### config.mk
export PLATFORM = sky130hd
export DESIGN_NAME = adc_capture_top
export DESIGN_NICKNAME = d
export VERILOG_FILES = /design/src/adc_capture_pkg.sv /design/src/adc_capture_top.sv /design/src/adc_monitor.sv /design/src/buffer_writer.sv /design/src/capture_ctrl.sv /design/src/lane_select.sv
export VERILOG_INCLUDE_DIRS = /design/src
export SDC_FILE = /design/constraint.sdc
export NUM_CORES = 1
export LEC_CHECK = 0
export ABC_AREA = 1
export BUFFER_PORTS_ARGS = -buffer_cell sky130_fd_sc_hd__buf_2
export CAP_MARGIN = 20
export CORE_AREA = 2 2 171 173
export CTS_CLUSTER_SIZE = 30
export DETAILED_ROUTE_END_ITERATION = 6
export DIE_AREA = 0 0 173 175
export PLACE_DENSITY_LB_ADDON = 0.2
export REMOVE_ABC_BUFFERS = 1
export SETUP_SLACK_MARGIN = 0.02
export SLEW_MARGIN = 25
export SYNTH_ARGS = -nofsm -noshare
export SYNTH_HDL_FRONTEND = slang
export SYNTH_HIERARCHICAL = 1
export SYNTH_SLANG_ARGS = --single-unit
### constraint.sdc
create_clock -name clk -period 4.2 [get_ports clk]
set_input_delay 0.84 -clock clk [delete_from_list [all_inputs] [get_ports clk]]
set_output_delay 0.84 -clock clk [all_outputs]
set_load 0.01 [all_outputs]
### src/capture_consts.svh
`ifndef CAPTURE_CONSTS_SVH
`define CAPTURE_CONSTS_SVH

// words per capture buffer, kept small for simulation
`define CAP_DEPTH 16

// memory address width needed to cover CAP_DEPTH words
`define CAP_AW 4

// ADC sample width
`define SMP_W 8

// bit positions in the 32-bit control word
`define CTRL_START   0
`define CTRL_OVR_CLR 4
`define CTRL_SRC0_LO 8
`define CTRL_SRC1_LO 12

`endif

### src/adc_capture_pkg.sv
`include "capture_consts.svh"

package adc_capture_pkg;

  // one ADC's lanes as they arrive each clock
  typedef struct packed {
    logic                        data_valid;
    logic [3:0][`SMP_W-1:0]      datai;
    logic [3:0][`SMP_W-1:0]      dataq;
    logic [1:0]                  outofrange;
    logic [3:0]                  sync;
  } adc_sample_t;

  // lane group feeding a capture buffer
  typedef enum logic [1:0] {
    src_adc0_i = 2'd0,
    src_adc0_q = 2'd1,
    src_adc1_i = 2'd2,
    src_adc1_q = 2'd3
  } lane_src_t;

  // four samples, each with a zero pad bit above it
  typedef logic [4*(`SMP_W+1)-1:0] cap_word_t;

  // one memory write
  typedef struct packed {
    logic [31:0] addr;
    cap_word_t   data;
  } mem_wr_t;

endpackage

### src/adc_capture_top.sv
module adc_capture_top (
  input  logic                        clk,
  input  logic                        rst,
  input  logic [31:0]                 ctrl,
  input  adc_capture_pkg::adc_sample_t adc0,
  input  adc_capture_pkg::adc_sample_t adc1,
  output adc_capture_pkg::mem_wr_t    mem0_wr,
  output logic                        mem0_valid,
  input  logic                        mem0_ready,
  output adc_capture_pkg::mem_wr_t    mem1_wr,
  output logic                        mem1_valid,
  input  logic                        mem1_ready,
  output logic [31:0]                 status,
  output logic [31:0]                 overrange,
  output logic [31:0]                 sync_count0,
  output logic [31:0]                 sync_count1
);
  import adc_capture_pkg::*;

  logic       start;
  logic       busy;
  logic       ovr_clr;
  lane_src_t  src0;
  lane_src_t  src1;
  logic       done0;
  logic       done1;
  logic [1:0] ovr0;
  logic [1:0] ovr1;
  logic [15:0] cnt0;
  logic [15:0] cnt1;

  cap_word_t  word0;
  cap_word_t  word1;
  logic       word0_valid;
  logic       word1_valid;
  logic       word0_ready;
  logic       word1_ready;
  logic       overflow0;
  logic       overflow1;

  capture_ctrl u_ctrl (
    .clk     (clk),
    .rst     (rst),
    .ctrl    (ctrl),
    .done0   (done0),
    .done1   (done1),
    .start   (start),
    .busy    (busy),
    .src0    (src0),
    .src1    (src1),
    .ovr_clr (ovr_clr)
  );

  adc_monitor u_mon0 (
    .clk        (clk),
    .rst        (rst),
    .adc        (adc0),
    .ovr_clr    (ovr_clr),
    .overrange  (ovr0),
    .sync_count (cnt0)
  );

  adc_monitor u_mon1 (
    .clk        (clk),
    .rst        (rst),
    .adc        (adc1),
    .ovr_clr    (ovr_clr),
    .overrange  (ovr1),
    .sync_count (cnt1)
  );

  lane_select u_sel0 (
    .clk        (clk),
    .rst        (rst),
    .adc0       (adc0),
    .adc1       (adc1),
    .src        (src0),
    .busy       (busy),
    .start      (start),
    .word       (word0),
    .word_valid (word0_valid),
    .word_ready (word0_ready),
    .overflow   (overflow0)
  );

  lane_select u_sel1 (
    .clk        (clk),
    .rst        (rst),
    .adc0       (adc0),
    .adc1       (adc1),
    .src        (src1),
    .busy       (busy),
    .start      (start),
    .word       (word1),
    .word_valid (word1_valid),
    .word_ready (word1_ready),
    .overflow   (overflow1)
  );

  buffer_writer u_wr0 (
    .clk        (clk),
    .rst        (rst),
    .start      (start),
    .word       (word0),
    .word_valid (word0_valid),
    .word_ready (word0_ready),
    .mem_wr     (mem0_wr),
    .mem_valid  (mem0_valid),
    .mem_ready  (mem0_ready),
    .done       (done0)
  );

  buffer_writer u_wr1 (
    .clk        (clk),
    .rst        (rst),
    .start      (start),
    .word       (word1),
    .word_valid (word1_valid),
    .word_ready (word1_ready),
    .mem_wr     (mem1_wr),
    .mem_valid  (mem1_valid),
    .mem_ready  (mem1_ready),
    .done       (done1)
  );

  // bit 0 busy, then the two sticky overflow flags
  assign status      = {29'd0, overflow1, overflow0, busy};
  assign overrange   = {22'd0, ovr1, 6'd0, ovr0};
  assign sync_count0 = {16'd0, cnt0};
  assign sync_count1 = {16'd0, cnt1};

endmodule

### src/adc_monitor.sv
module adc_monitor (
  input  logic                        clk,
  input  logic                        rst,
  input  adc_capture_pkg::adc_sample_t adc,
  input  logic                        ovr_clr,
  output logic [1:0]                  overrange,
  output logic [15:0]                 sync_count
);

  logic sync_any;
  logic sync_q;
  logic sync_rise;

  // sticky over-range, one bit per ADC flag
  always_ff @(posedge clk) begin
    if (rst || ovr_clr) begin
      overrange <= 2'b00;
    end else begin
      overrange <= overrange | adc.outofrange;
    end
  end

  // any of the four sync lines
  assign sync_any  = |adc.sync;
  assign sync_rise = sync_any && !sync_q;

  always_ff @(posedge clk) begin
    if (rst) begin
      sync_q <= 1'b0;
    end else begin
      sync_q <= sync_any;
    end
  end

  // wraps at 16 bits
  always_ff @(posedge clk) begin
    if (rst) begin
      sync_count <= 16'd0;
    end else if (sync_rise) begin
      sync_count <= sync_count + 16'd1;
    end
  end

endmodule

### src/buffer_writer.sv
`include "capture_consts.svh"

module buffer_writer (
  input  logic                       clk,
  input  logic                       rst,
  input  logic                       start,
  input  adc_capture_pkg::cap_word_t word,
  input  logic                       word_valid,
  output logic                       word_ready,
  output adc_capture_pkg::mem_wr_t   mem_wr,
  output logic                       mem_valid,
  input  logic                       mem_ready,
  output logic                       done
);
  import adc_capture_pkg::*;

  // one bit wider than the address so it can reach CAP_DEPTH
  logic [`CAP_AW:0] wr_cnt;
  logic             below;
  logic             take;
  logic             wr_done;
  logic             last_done;

  assign below   = (wr_cnt < `CAP_DEPTH);
  assign wr_done = mem_valid && mem_ready;

  // past the end of the buffer the words are drained and dropped,
  // so the holding stage never backs up into an overflow
  assign word_ready = below ? (!mem_valid || mem_ready) : 1'b1;
  assign take       = word_valid && word_ready && below && !start;

  assign last_done = wr_done && (mem_wr.addr == `CAP_DEPTH - 1);

  always_ff @(posedge clk) begin
    if (rst || start) begin
      wr_cnt <= '0;
    end else if (take) begin
      wr_cnt <= wr_cnt + 1'b1;
    end
  end

  always_ff @(posedge clk) begin
    if (rst || start) begin
      mem_valid <= 1'b0;
    end else if (take) begin
      mem_valid <= 1'b1;
    end else if (wr_done) begin
      mem_valid <= 1'b0;
    end
  end

  // write payload, loaded at the current address
  always_ff @(posedge clk) begin
    if (take) begin
      mem_wr.addr <= 32'(wr_cnt);
      mem_wr.data <= word;
    end
  end

  always_ff @(posedge clk) begin
    if (rst || start) begin
      done <= 1'b0;
    end else if (last_done) begin
      done <= 1'b1;
    end
  end

endmodule

### src/capture_ctrl.sv
`include "capture_consts.svh"

module capture_ctrl (
  input  logic                      clk,
  input  logic                      rst,
  input  logic [31:0]               ctrl,
  input  logic                      done0,
  input  logic                      done1,
  output logic                      start,
  output logic                      busy,
  output adc_capture_pkg::lane_src_t src0,
  output adc_capture_pkg::lane_src_t src1,
  output logic                      ovr_clr
);
  import adc_capture_pkg::*;

  typedef enum logic {
    st_wait,
    st_write
  } state_t;

  state_t state;
  logic   start_bit_q;
  logic   start_edge;

  // rising edge of the start bit
  assign start_edge = ctrl[`CTRL_START] && !start_bit_q;

  // registered start pulse, edges seen during a capture are dropped
  always_ff @(posedge clk) begin
    if (rst) begin
      start_bit_q <= 1'b0;
      start       <= 1'b0;
    end else begin
      start_bit_q <= ctrl[`CTRL_START];
      start       <= start_edge && !busy;
    end
  end

  always_ff @(posedge clk) begin
    if (rst) begin
      state <= st_wait;
    end else begin
      case (state)
        st_wait: begin
          if (start) begin
            state <= st_write;
          end
        end
        st_write: begin
          // both buffers have written their last word
          if (done0 && done1) begin
            state <= st_wait;
          end
        end
        default: begin
          state <= st_wait;
        end
      endcase
    end
  end

  assign busy = (state == st_write);

  // source selects and over-range clear follow the control word
  always_ff @(posedge clk) begin
    if (rst) begin
      src0    <= src_adc0_i;
      src1    <= src_adc0_i;
      ovr_clr <= 1'b0;
    end else begin
      src0    <= lane_src_t'(ctrl[`CTRL_SRC0_LO +: 2]);
      src1    <= lane_src_t'(ctrl[`CTRL_SRC1_LO +: 2]);
      ovr_clr <= ctrl[`CTRL_OVR_CLR];
    end
  end

endmodule

### src/lane_select.sv
`include "capture_consts.svh"

module lane_select (
  input  logic                        clk,
  input  logic                        rst,
  input  adc_capture_pkg::adc_sample_t adc0,
  input  adc_capture_pkg::adc_sample_t adc1,
  input  adc_capture_pkg::lane_src_t  src,
  input  logic                        busy,
  input  logic                        start,
  output adc_capture_pkg::cap_word_t  word,
  output logic                        word_valid,
  input  logic                        word_ready,
  output logic                        overflow
);
  import adc_capture_pkg::*;

  logic                   sel_valid;
  logic [3:0][`SMP_W-1:0] sel_smp;
  cap_word_t              packed_word;
  logic                   full;
  logic                   drain;
  logic                   load;

  always_comb begin
    case (src)
      src_adc0_i: begin
        sel_valid = adc0.data_valid;
        sel_smp   = adc0.datai;
      end
      src_adc0_q: begin
        sel_valid = adc0.data_valid;
        sel_smp   = adc0.dataq;
      end
      src_adc1_i: begin
        sel_valid = adc1.data_valid;
        sel_smp   = adc1.datai;
      end
      default: begin
        sel_valid = adc1.data_valid;
        sel_smp   = adc1.dataq;
      end
    endcase
    // sample 0 lands in the top bits
    for (int i = 0; i < 4; i++) begin
      packed_word[(3-i)*(`SMP_W+1) +: `SMP_W+1] = {1'b0, sel_smp[i]};
    end
  end

  assign drain = full && word_ready;
  assign load  = busy && sel_valid && (!full || drain);

  always_ff @(posedge clk) begin
    if (rst || start) begin
      full     <= 1'b0;
      overflow <= 1'b0;
    end else if (load) begin
      full <= 1'b1;
    end else begin
      if (drain) begin
        full <= 1'b0;
      end
      // sample arrived with nowhere to go
      if (busy && sel_valid) begin
        overflow <= 1'b1;
      end
    end
  end

  always_ff @(posedge clk) begin
    if (load) begin
      word <= packed_word;
    end
  end

  assign word_valid = full;

endmodule

; ---- Yosys cells after proc, flatten, opt, wreduce, memory -nomap -nowiden
; Index checks and enable logic that the tools add are counted.
[op_classes]
addsub = 4
n_lt_le_gt_ge = 2
eq_ne = 6
muxes = 17
n_bitwise = 5
n_reduce_logical = 46
[op_table]
columns = operator, count
row1 = $pmux W32 S3, 2
row2 = $add A16 B1 Y16 const B, 2
row3 = $logic_and A1 B1 Y1, 19
row4 = $mux W1, 14
row5 = $add A5 B1 Y5 const B, 2
row6 = $eq A5 B4 Y1 const B, 2
row7 = $lt A5 B5 Y1 const B, 2
row8 = $logic_not A1 Y1, 9
row9 = $reduce_bool A2 Y1, 4
row10 = $reduce_or A4 Y1, 2
row11 = $logic_or A1 B1 Y1, 6
row12 = $eq A2 B1 Y1 const B, 2
row13 = $eq A2 B2 Y1 const B, 2
row14 = $logic_not A2 Y1, 2
row15 = $or A2 B2 Y2, 2
row16 = $reduce_and A2 Y1, 2
row17 = $reduce_or A2 Y1, 2
row18 = $not A1 Y1, 3
row19 = $pmux W1 S2, 1
[totals]
reg_bits = 202
in_bits = 178
out_inout_bits = 266
elab_cells = 108

; ---- Longest topological paths before layout
; Gate-level depths: netlist (run 1).
[logic_depth]
depth_word = 8
mapped_depth = 9
ltp_nobuf = 9

; ---- Modules after synthesis
; Netlist (run 1), hierarchy kept.
[by_module_without_submodules]
columns = mod, instances, cells_each, area_each_um2, seq_area_each_um2
row1 = lane_select, 2, 231, 1861.8, 1001.0
row2 = buffer_writer, 2, 117, 1788.0, 1371.3
row3 = adc_monitor, 2, 136, 968.4, 380.4
row4 = adc_capture_top, 1, 93, 694.4, 0.0
row5 = capture_ctrl, 1, 28, 241.5, 160.2

; ---- Worst setup path before layout (run 1)
; Ideal clock, no wire load.
[synth_timing]
path_type = input-to-reg
from = input port mem0_ready
to = register u_sel0.word[0] (enable)
setup_time_ns = 0.421
arrival_time_ns = 2.493
required_ns = 3.779
slack_ns = 1.286
stages = 5
n_path_buf = 0
path_cell_list = inv_1 nand2_1 or2_1 nor2_1 nor2_1
[synth_between]
elab_chain_len = 5
[synth_rtl]
columns = item, line
row1 = start: declaration, adc_capture_top.sv:9  ; input logic mem0_ready,
row2 = $logic_or A1 B1 Y1, buffer_writer.sv:29  ; assign word_ready = below ? (!mem_valid || mem_ready) : 1'b1;
row3 = $mux W1, buffer_writer.sv:29
row4 = named net word0_ready, adc_capture_top.sv:36  ; logic word0_ready;
row5 = $logic_and A1 B1 Y1, lane_select.sv:50  ; assign drain = full && word_ready;
row6 = $logic_or A1 B1 Y1, lane_select.sv:51  ; assign load = busy && sel_valid && (!full || drain);
row7 = $logic_and A1 B1 Y1, lane_select.sv:51
row8 = named net u_sel0.load, lane_select.sv:23  ; logic load;
row9 = end signal: assignment, lane_select.sv:72  ; word <= packed_word;
row10 = end: declaration, lane_select.sv:11  ; output adc_capture_pkg::cap_word_t word,
; The timed path passes the listed nets, and every way through them passes these cells.
; A chain may end at the register's enable or synchronous reset.

; ---- Final worst setup path (run 1)
[layout_timing]
from = input port mem0_ready
to = register u_sel0.word[32] (enable)
; Same word-level chain as after synthesis.

==> results of run 1 <==
[layout make-up]
type | count | area (um2) | area share, %
antenna | 3 | 7.51 | 0.0613
clock inverter | 8 | 91.3 | 0.746
clock buffer | 36 | 731 | 5.97
inverter | 68 | 255 | 2.09
tap | 384 | 480 | 3.93
multi-input combinational | 777 | 3570 | 29.1
timing repair buffer | 278 | 1440 | 11.8
sequential | 210 | 5670 | 46.3
[worst max-delay path: cells and delay by family]
kind	cells	cell delay [ns]
buffers and inverters	3	0.47
AND/OR/NAND/NOR	4	0.97
[placed cells by master (no fill, tap or decap), types with 14 or more instances in the layout]
| master | count |
|---|---|
| sky130_fd_sc_hd__conb_1 | 151 |
| sky130_fd_sc_hd__dfxtp_1 | 64 |
| sky130_fd_sc_hd__a21oi_1 | 40 |
| sky130_fd_sc_hd__nor2_1 | 70 |
| sky130_fd_sc_hd__clkbuf_16 | 25 |
| sky130_fd_sc_hd__inv_1 | 54 |
| sky130_fd_sc_hd__nand2_1 | 343 |
| sky130_fd_sc_hd__edfxtp_1 | 146 |
| sky130_fd_sc_hd__nand4_1 | 72 |
| sky130_fd_sc_hd__buf_2 | 274 |
| sky130_fd_sc_hd__inv_2 | 14 |
| sky130_fd_sc_hd__nand3_1 | 34 |
[state kept, by name, indices dropped and copies added, names as in the netlist, 2 cells and up]
register	flops
u_ctrl/src0	2
u_ctrl/src1	2
u_mon0/overrange	2
u_mon0/sync_count	16
u_mon1/overrange	2
u_mon1/sync_count	16
u_sel0/word	32
u_sel1/word	32
u_wr0/mem_wr	41
u_wr0/wr_cnt	5
u_wr1/mem_wr	41
u_wr1/wr_cnt	5
[cells by family (layout without fill, tap and decap cells)]
kind of cell    after synthesis  count (layout)  share of synthesized area [%]
fa+ha+maj                     4               4                          0.492
xor+xnor                     10              10                          0.861
simple gates                565             565                           25.3
buf+inv                     248             390                           15.1
flops                       210             210                           55.7
compound gates               47              47                           2.31
other cells                   5             154                          0.185
[per-stage QoR]
step	worst slack [ns]	util [%]	total power (W)	hold slack (ns)	area, um2
final	2.11	43.1	0.00483	0.416	12200
after floorplan	1.29	-	0.00254	0.400	9440
after global placement	1.56	40.0	0.00272	0.401	11400
after detailed placement	1.56	40.0	0.00273	0.405	11400
after CTS	2.07	42.9	0.00489	0.412	12200
after global routing	1.96	43.1	0.00502	0.414	12200
[power by group through the flow]
stage	Clock, W	Combinational [W]	Sequential [W]
3_3_place_gp	0	0.000395	0.00233
6_report	0.00213	0.000409	0.00229
4_1_cts	0.00220	0.000400	0.00229
5_1_grt	0.00228	0.000451	0.00229
3_5_place_dp	0	0.000399	0.00233
2_1_floorplan	0	0.000210	0.00233
[final timing paths]
kind	endpoint	slack (ns)
worst max-delay path	u_sel0/word[32]	2.11
worst max register to register	u_sel0/word[32]	2.15
worst min register to register	u_wr1/mem_wr[16]	0.42
worst min-delay path	u_wr1/mem_wr[16]	0.42
[routing by layer]
metal	track usage, %	vias to the layer above
met5	0	-
met4	7.34	2
met3	2.89	50
met2	29.7	356
met1	20.5	3576
li1	-	3835
==> flow_metrics.py, run 1 <==
metrics = {
    "cts": {
        "insertion_delay_ns": 0.51,
        "tritoncts_buffer_count": 24,
        "postCtsHoldBufs": 0,
        "cts.repair.resized": 0,
        "clock_tree.root_cell": "sky130_fd_sc_hd__clkbuf_16",
        "tritoncts": "yes",
        "clock_sink_total": 210,
        "ctsLongestPathBuffers": 3,
        "cts_htree_levels": 1,
        "number_of_buffers_inserted_by_post_cts_setup_repair": 0,
        "clkTransAtPathRegs_ns": 0.06,
    },
    "power_and_ir_drop": {
        "internal_power_w": 0.00372,
        "power_density_nw_per_um2": 394,
        "power.switching_fraction_pct": 23.0,
        "p_leak_nw": 5.40,
        "power_frac_clock_pct": 44.2,
        "combPwrFrac_pct": 8.5,
        "share_seq_of_total_power_pct": 47.4,
        "net-switching-power_w": 0.00111,
        "ir_drop_worst_vdd_v": 0.000243,
    },
    "logic_synthesis": {
        "synthesis.area_per_instance_um2": 9.34,
        "commonest_cells_in_the_netlist": "sky130_fd_sc_hd__nand2_1, sky130_fd_sc_hd__buf_4, sky130_fd_sc_hd__edfxtp_1",
        "count_of_cell_types_in_the_netlist": 27,
        "synthDominantCellAreaShare_pct": 43.1,
        "synth_most_common_cell": "sky130_fd_sc_hd__nand2_1",
        "dominantRegCellSynth": "sky130_fd_sc_hd__edfxtp_1",
        "netlist_top_cells_area": "sky130_fd_sc_hd__edfxtp_1, sky130_fd_sc_hd__nand2_1, sky130_fd_sc_hd__dfxtp_1",
        "synth_edf_count": 146,
        "synth-seq-cells": 210,
        "syn-cell-area_um2": 10200,
        "synth_cells": 1089,
        "yosysWarningCount": 6,
        "ys_seq_area_share_pct": 55.7,
        "ys_async_sr_fraction_pct": 0,
        "synth.largest_area_cell": "sky130_fd_sc_hd__edfxtp_1",
    },
    "detailed_routing": {
        "top_layer": "met5",
        "detailedRoute.firstPassIterationCount": 5,
        "vias": 7819,
        "detail_route.drc_violations": 0,
        "detailroute.wirelength.met2_um": 13900,
        "met3_wl_post_dr_um": 2010,
        "post_drt_via_cell_ratio": 4.43,
        "count_of_nets_left_with_antenna_violations_after_detail_routing": 0,
        "wl_um": 27300,
        "average_wire_per_cell_in_the_routed_design_um": 15.5,
        "dr.first_iter.drc_count": 602,
        "routed_metal_1_wirelength_um": 10800,
    },
    "floorplanning": {
        "boundaryPins": 444,
        "die-height_um": 175,
        "core_um2": 28400,
        "total_die_area_um2": 30300,
        "std_cell_rows": 62,
        "initial_utilization_pct": 35.8,
        "die-width_um": 173,
    },
    "critical_path": {
        "crit_chain": "buf_2 -> inv_1 -> nand2_1 -> or2_1 -> nor2_1 -> nor2_4 -> buf_4",
        "critPathMaxFanout": 22,
        "timing_worst_setup_path_type": "in -> reg",
        "crit_path_top_delay_cell": "sky130_fd_sc_hd__nor2_4",
        "startpoint_type": "primary input",
        "cp_data_required_time_ns": 4.40,
        "crit_arrival_ns": 2.29,
        "critPathCaptureType": "flop",
        "startpoint": "mem0_ready",
        "slowest_delay_ns": 0.63,
        "worst_r2r_startpoint": "u_ctrl/src0[1]",
        "reg2reg_depth": 5,
    },
    "sta": {
        "worst-slew-pin-transition_ns": 1.12,
        "hold_viol": 0,
        "fin_max_slew_vios": 0,
        "period_share_pct": 49.7,
        "timing.clock.skew_ns": 0.0112,
        "fin_setup_tns_ns": 0,
        "finalSetupViolCount": 0,
        "clock.fmax_mhz": 479,
        "rsz0062_at_grt": "false",
        "finalWorstPathRequiredPeriod_ns": 2.09,
        "timing.max_slew.rel_slack_pct": 25.0,
    },
    "hold_path": {
        "origin_of_the_worst_min_delay_path": "u_sel1/word[16]",
        "holdPathStages": 0,
        "hold_path.class": "reg -> reg",
    },
    "place": {
        "finalWeightedCongestion": 0.820,
        "numPortBuffers": 274,
        "place_inst": 1715,
        "dpl.hpwl_um": 18600,
    },
    "layout": {
        "post_layout_nonfiller_instances": 1764,
        "final.fill_count": 2812,
        "area_delta_synth_final_pct": 20.3,
        "drive_above_1_share_pct": 26.9,
        "final_net_count": 1541,
    },
    "grt": {
        "number_of_antenna_violations_at_the_first_check_in_global_routing": 5,
        "grt_start_max_net_pins": 47,
        "groute.usage.overall_pct": 16.9,
        "global_route.overflow_total": 0,
        "grt_first_pass_wirelength_um": 40000,
        "first_global_vias": 7243,
    },
    "outcome": {
        "run_status": "finished clean",
    },
    "job": {
        "drv.max_cap_violation_count": 0,
    },
}
No activity file was read; power rests on OpenSTA's default activity.
==> run 2, diff against run 1 <==
--- a/config.mk
+++ b/config.mk
@@ -9,10 +9,10 @@
 export ABC_AREA = 1
 export BUFFER_PORTS_ARGS = -buffer_cell sky130_fd_sc_hd__buf_2
 export CAP_MARGIN = 20
-export CORE_AREA = 2 2 171 173
+export CORE_AREA = 2 2 172 174
 export CTS_CLUSTER_SIZE = 30
 export DETAILED_ROUTE_END_ITERATION = 6
-export DIE_AREA = 0 0 173 175
+export DIE_AREA = 0 0 174 176
 export PLACE_DENSITY_LB_ADDON = 0.2
 export REMOVE_ABC_BUFFERS = 1
 export SETUP_SLACK_MARGIN = 0.02
==> constraint.sdc (replaced) <==
create_clock -name clk -period 2.2 [get_ports clk]
set_input_delay 0.44 -clock clk [delete_from_list [all_inputs] [get_ports clk]]
set_output_delay 0.44 -clock clk [all_outputs]
set_load 0.01 [all_outputs]
==> run 2 against run 1 <==
Critical path depth fell by 2. Non-clock buffer count rose by 14. Die area rose by 1.2%. Sequential share of layout area fell by 0.13 points. Critical path type is now reg -> reg. First-iteration DRC count fell by 22%. Count of clock-buffer cells in the layout fell by 8. Final area rose by 0.28%. Sequential cell count did not move. Core utilization fell by 0.12 points. Largest cell class unchanged.
==> flow_metrics.py, run 2 (synthesis results as in run 1) <==
metrics = {
    "sta": {
        "rsz0062_at_grt": "false",
        "finalWorstPathRequiredPeriod_ns": 1.74,
        "hold_viol": 0,
        "final_hold_slack_ns": 0.134,
        "worst-slew-pin-transition_ns": 0.678,
        "timing.clock.skew_ns": 0.0114,
        "timing.max_slew.rel_slack_pct": 54.7,
        "clock.fmax_mhz": 575,
        "finalSetupViolCount": 0,
        "period_share_pct": 79.0,
        "fin_setup_tns_ns": 0,
        "fin_max_slew_vios": 0,
        "setup_slack_ns": 0.462,
    },
    "cts": {
        "cts_htree_levels": 1,
        "clock_sink_total": 210,
        "number_of_buffers_inserted_by_post_cts_setup_repair": 0,
        "tritoncts_buffer_count": 23,
        "clkTransAtPathRegs_ns": 0.06,
        "tritoncts": "yes",
        "cts.repair.resized": 0,
        "postCtsHoldBufs": 0,
        "clock_tree.root_cell": "sky130_fd_sc_hd__clkbuf_16",
        "insertion_delay_ns": 0.52,
        "ctsLongestPathBuffers": 3,
    },
    "floorplanning": {
        "die-width_um": 174,
        "initial_utilization_pct": 35.6,
        "boundaryPins": 444,
        "die-height_um": 176,
        "core_um2": 28500,
        "total_die_area_um2": 30600,
        "std_cell_rows": 62,
    },
    "layout": {
        "drive_above_1_share_pct": 27.1,
        "area_delta_synth_final_pct": 20.6,
        "area_used_by_multi_input_combinational_logic_um2": 3570,
        "final_net_count": 1554,
        "seq_area_um2": 5670,
        "final.fill_count": 2905,
        "leading_cell_type_in_the_layout_fill_and_taps_excluded": "sky130_fd_sc_hd__nand2_1",
        "post-route-cell-area_um2": 12300,
        "biggestRegsByFlops": "u_wr0/mem_wr: 41 flops, u_wr1/mem_wr: 41 flops",
        "final_cell_mix": "sky130_fd_sc_hd__nand2_1, sky130_fd_sc_hd__buf_2, sky130_fd_sc_hd__conb_1",
        "finish.utilization_pct": 43.0,
    },
    "place": {
        "numPortBuffers": 274,
        "post_dp_cell_area_um2": 11600,
        "finalWeightedCongestion": 0.826,
        "dpl.hpwl_um": 20300,
        "placement.setup.worst_slack_ns": 0.274,
    },
    "power_and_ir_drop": {
        "p_leak_nw": 5.41,
        "ir_drop_worst_vdd_v": 0.000574,
        "power_density_nw_per_um2": 716,
    },
    "critical_path": {
        "timing_worst_setup_path_type": "reg -> reg",
        "worst_r2r_startpoint": "u_ctrl/src0[1]",
        "crit_arrival_ns": 1.96,
        "cp_data_required_time_ns": 2.42,
        "crit_path_frequent_cell": "sky130_fd_sc_hd__nand2_1",
        "critPathCaptureType": "flop",
        "slowest_delay_ns": 0.50,
        "crit_chain": "nand2_1 -> nand2_1 -> nand2_1 -> nor2_4 -> buf_12",
        "critPathMaxFanout": 20,
        "crit_path_top_delay_cell": "sky130_fd_sc_hd__dfxtp_1",
        "startpoint_type": "flop",
        "crit-reg2reg-capture": "u_sel0/word[11]",
        "reg2reg_depth": 5,
        "setup.reg_to_reg.worst_slack_ns": 0.46,
    },
    "detailed_routing": {
        "average_wire_per_cell_in_the_routed_design_um": 15.8,
        "count_of_nets_left_with_antenna_violations_after_detail_routing": 0,
        "post_drt_via_cell_ratio": 4.45,
        "detail_route.drc_violations": 0,
        "vias": 7920,
        "wl_um": 28100,
        "dr.first_iter.drc_count": 468,
        "detailedRoute.firstPassIterationCount": 6,
    },
    "hold_path": {
        "worst_hold_path_endpoint": "u_ctrl/src1[0]",
        "holdPathStages": 3,
        "origin_of_the_worst_min_delay_path": "ctrl[12]",
        "hold_path.class": "in -> reg",
    },
    "outcome": {
        "run_status": "finished clean",
    },
    "grt": {
        "number_of_antenna_violations_at_the_first_check_in_global_routing": 6,
        "groute.usage.overall_pct": 17.3,
        "grt_start_max_net_pins": 37,
        "grt_first_pass_wirelength_um": 40900,
        "global_route.overflow_total": 0,
        "first_global_vias": 7114,
    },
    "job": {
        "drv.max_cap_violation_count": 0,
    },
}
==> run 2: changes by cell type in the layout (fill, tap and decap cells not counted), moves of 2 or more <==
cell	before	now
sky130_fd_sc_hd__buf_12	0	5
sky130_fd_sc_hd__buf_4	2	12
sky130_fd_sc_hd__clkbuf_16	25	23
sky130_fd_sc_hd__clkbuf_8	6	0
sky130_fd_sc_hd__clkinv_1	0	5
sky130_fd_sc_hd__diode_2	3	6
==> run 2: worst max-delay path by stage <==
stage	startpoint	end	slack, ns	cells after the start
after detailed placement	mem1_ready	u_sel1/word[2]	0.27	7
final	u_ctrl/src0[1]	u_sel0/word[11]	0.46	5
after floorplan	mem0_ready	u_sel0/word[0]	-0.31	5
after CTS	u_ctrl/src0[1]	u_sel0/word[7]	0.42	5
after global placement	mem1_ready	u_sel1/word[2]	0.06	6
after global routing	u_ctrl/src1[1]	u_sel1/word[18]	0.31	6
==> run 2: through the flow <==
step	total power, W	cells
floorplan	0.00485	1055
global placement	0.00523	1730
detailed placement	0.00525	1731
CTS	0.00889	1773
global route	0.00913	1778
finish	0.00878	1779
==> run 2: critical path: cells and delay by family, from the launching register on <==
family | cells | cell delay, ns
DFF | 1 | 0.50
buffers and inverters | 1 | 0.25
and+or+nand+nor | 4 | 0.68
==> run 2: report_power, final <==
group / switching, W / total (W) / internal, W / leakage, nW
Sequential: 0.0000395 / 0.00436 / 0.00432 / 1.87
Clock: 0.00157 / 0.00362 / 0.00205 / 0.345
Combinational: 0.000545 / 0.000806 / 0.000261 / 3.20
==> run 2: layer usage <==
metal	vias to the layer above	track usage (%)	share of wire (%)
li1	3864	-	-
met1	3631	21.8	40
met2	354	28.8	49
met3	69	3.27	7.3
met4	2	7.88	3.9
met5	-	0	0.039
==> run 2: final cells by class <==
cell class	count	share of cell area, %
well taps	384	3.92
multi-input cells	777	29.1
diodes	6	0.122
repair buffers	292	12.9
clock buffers	28	4.84
flip-flops and latches	210	46.2
clock inverters	14	0.867
inverters	68	2.08
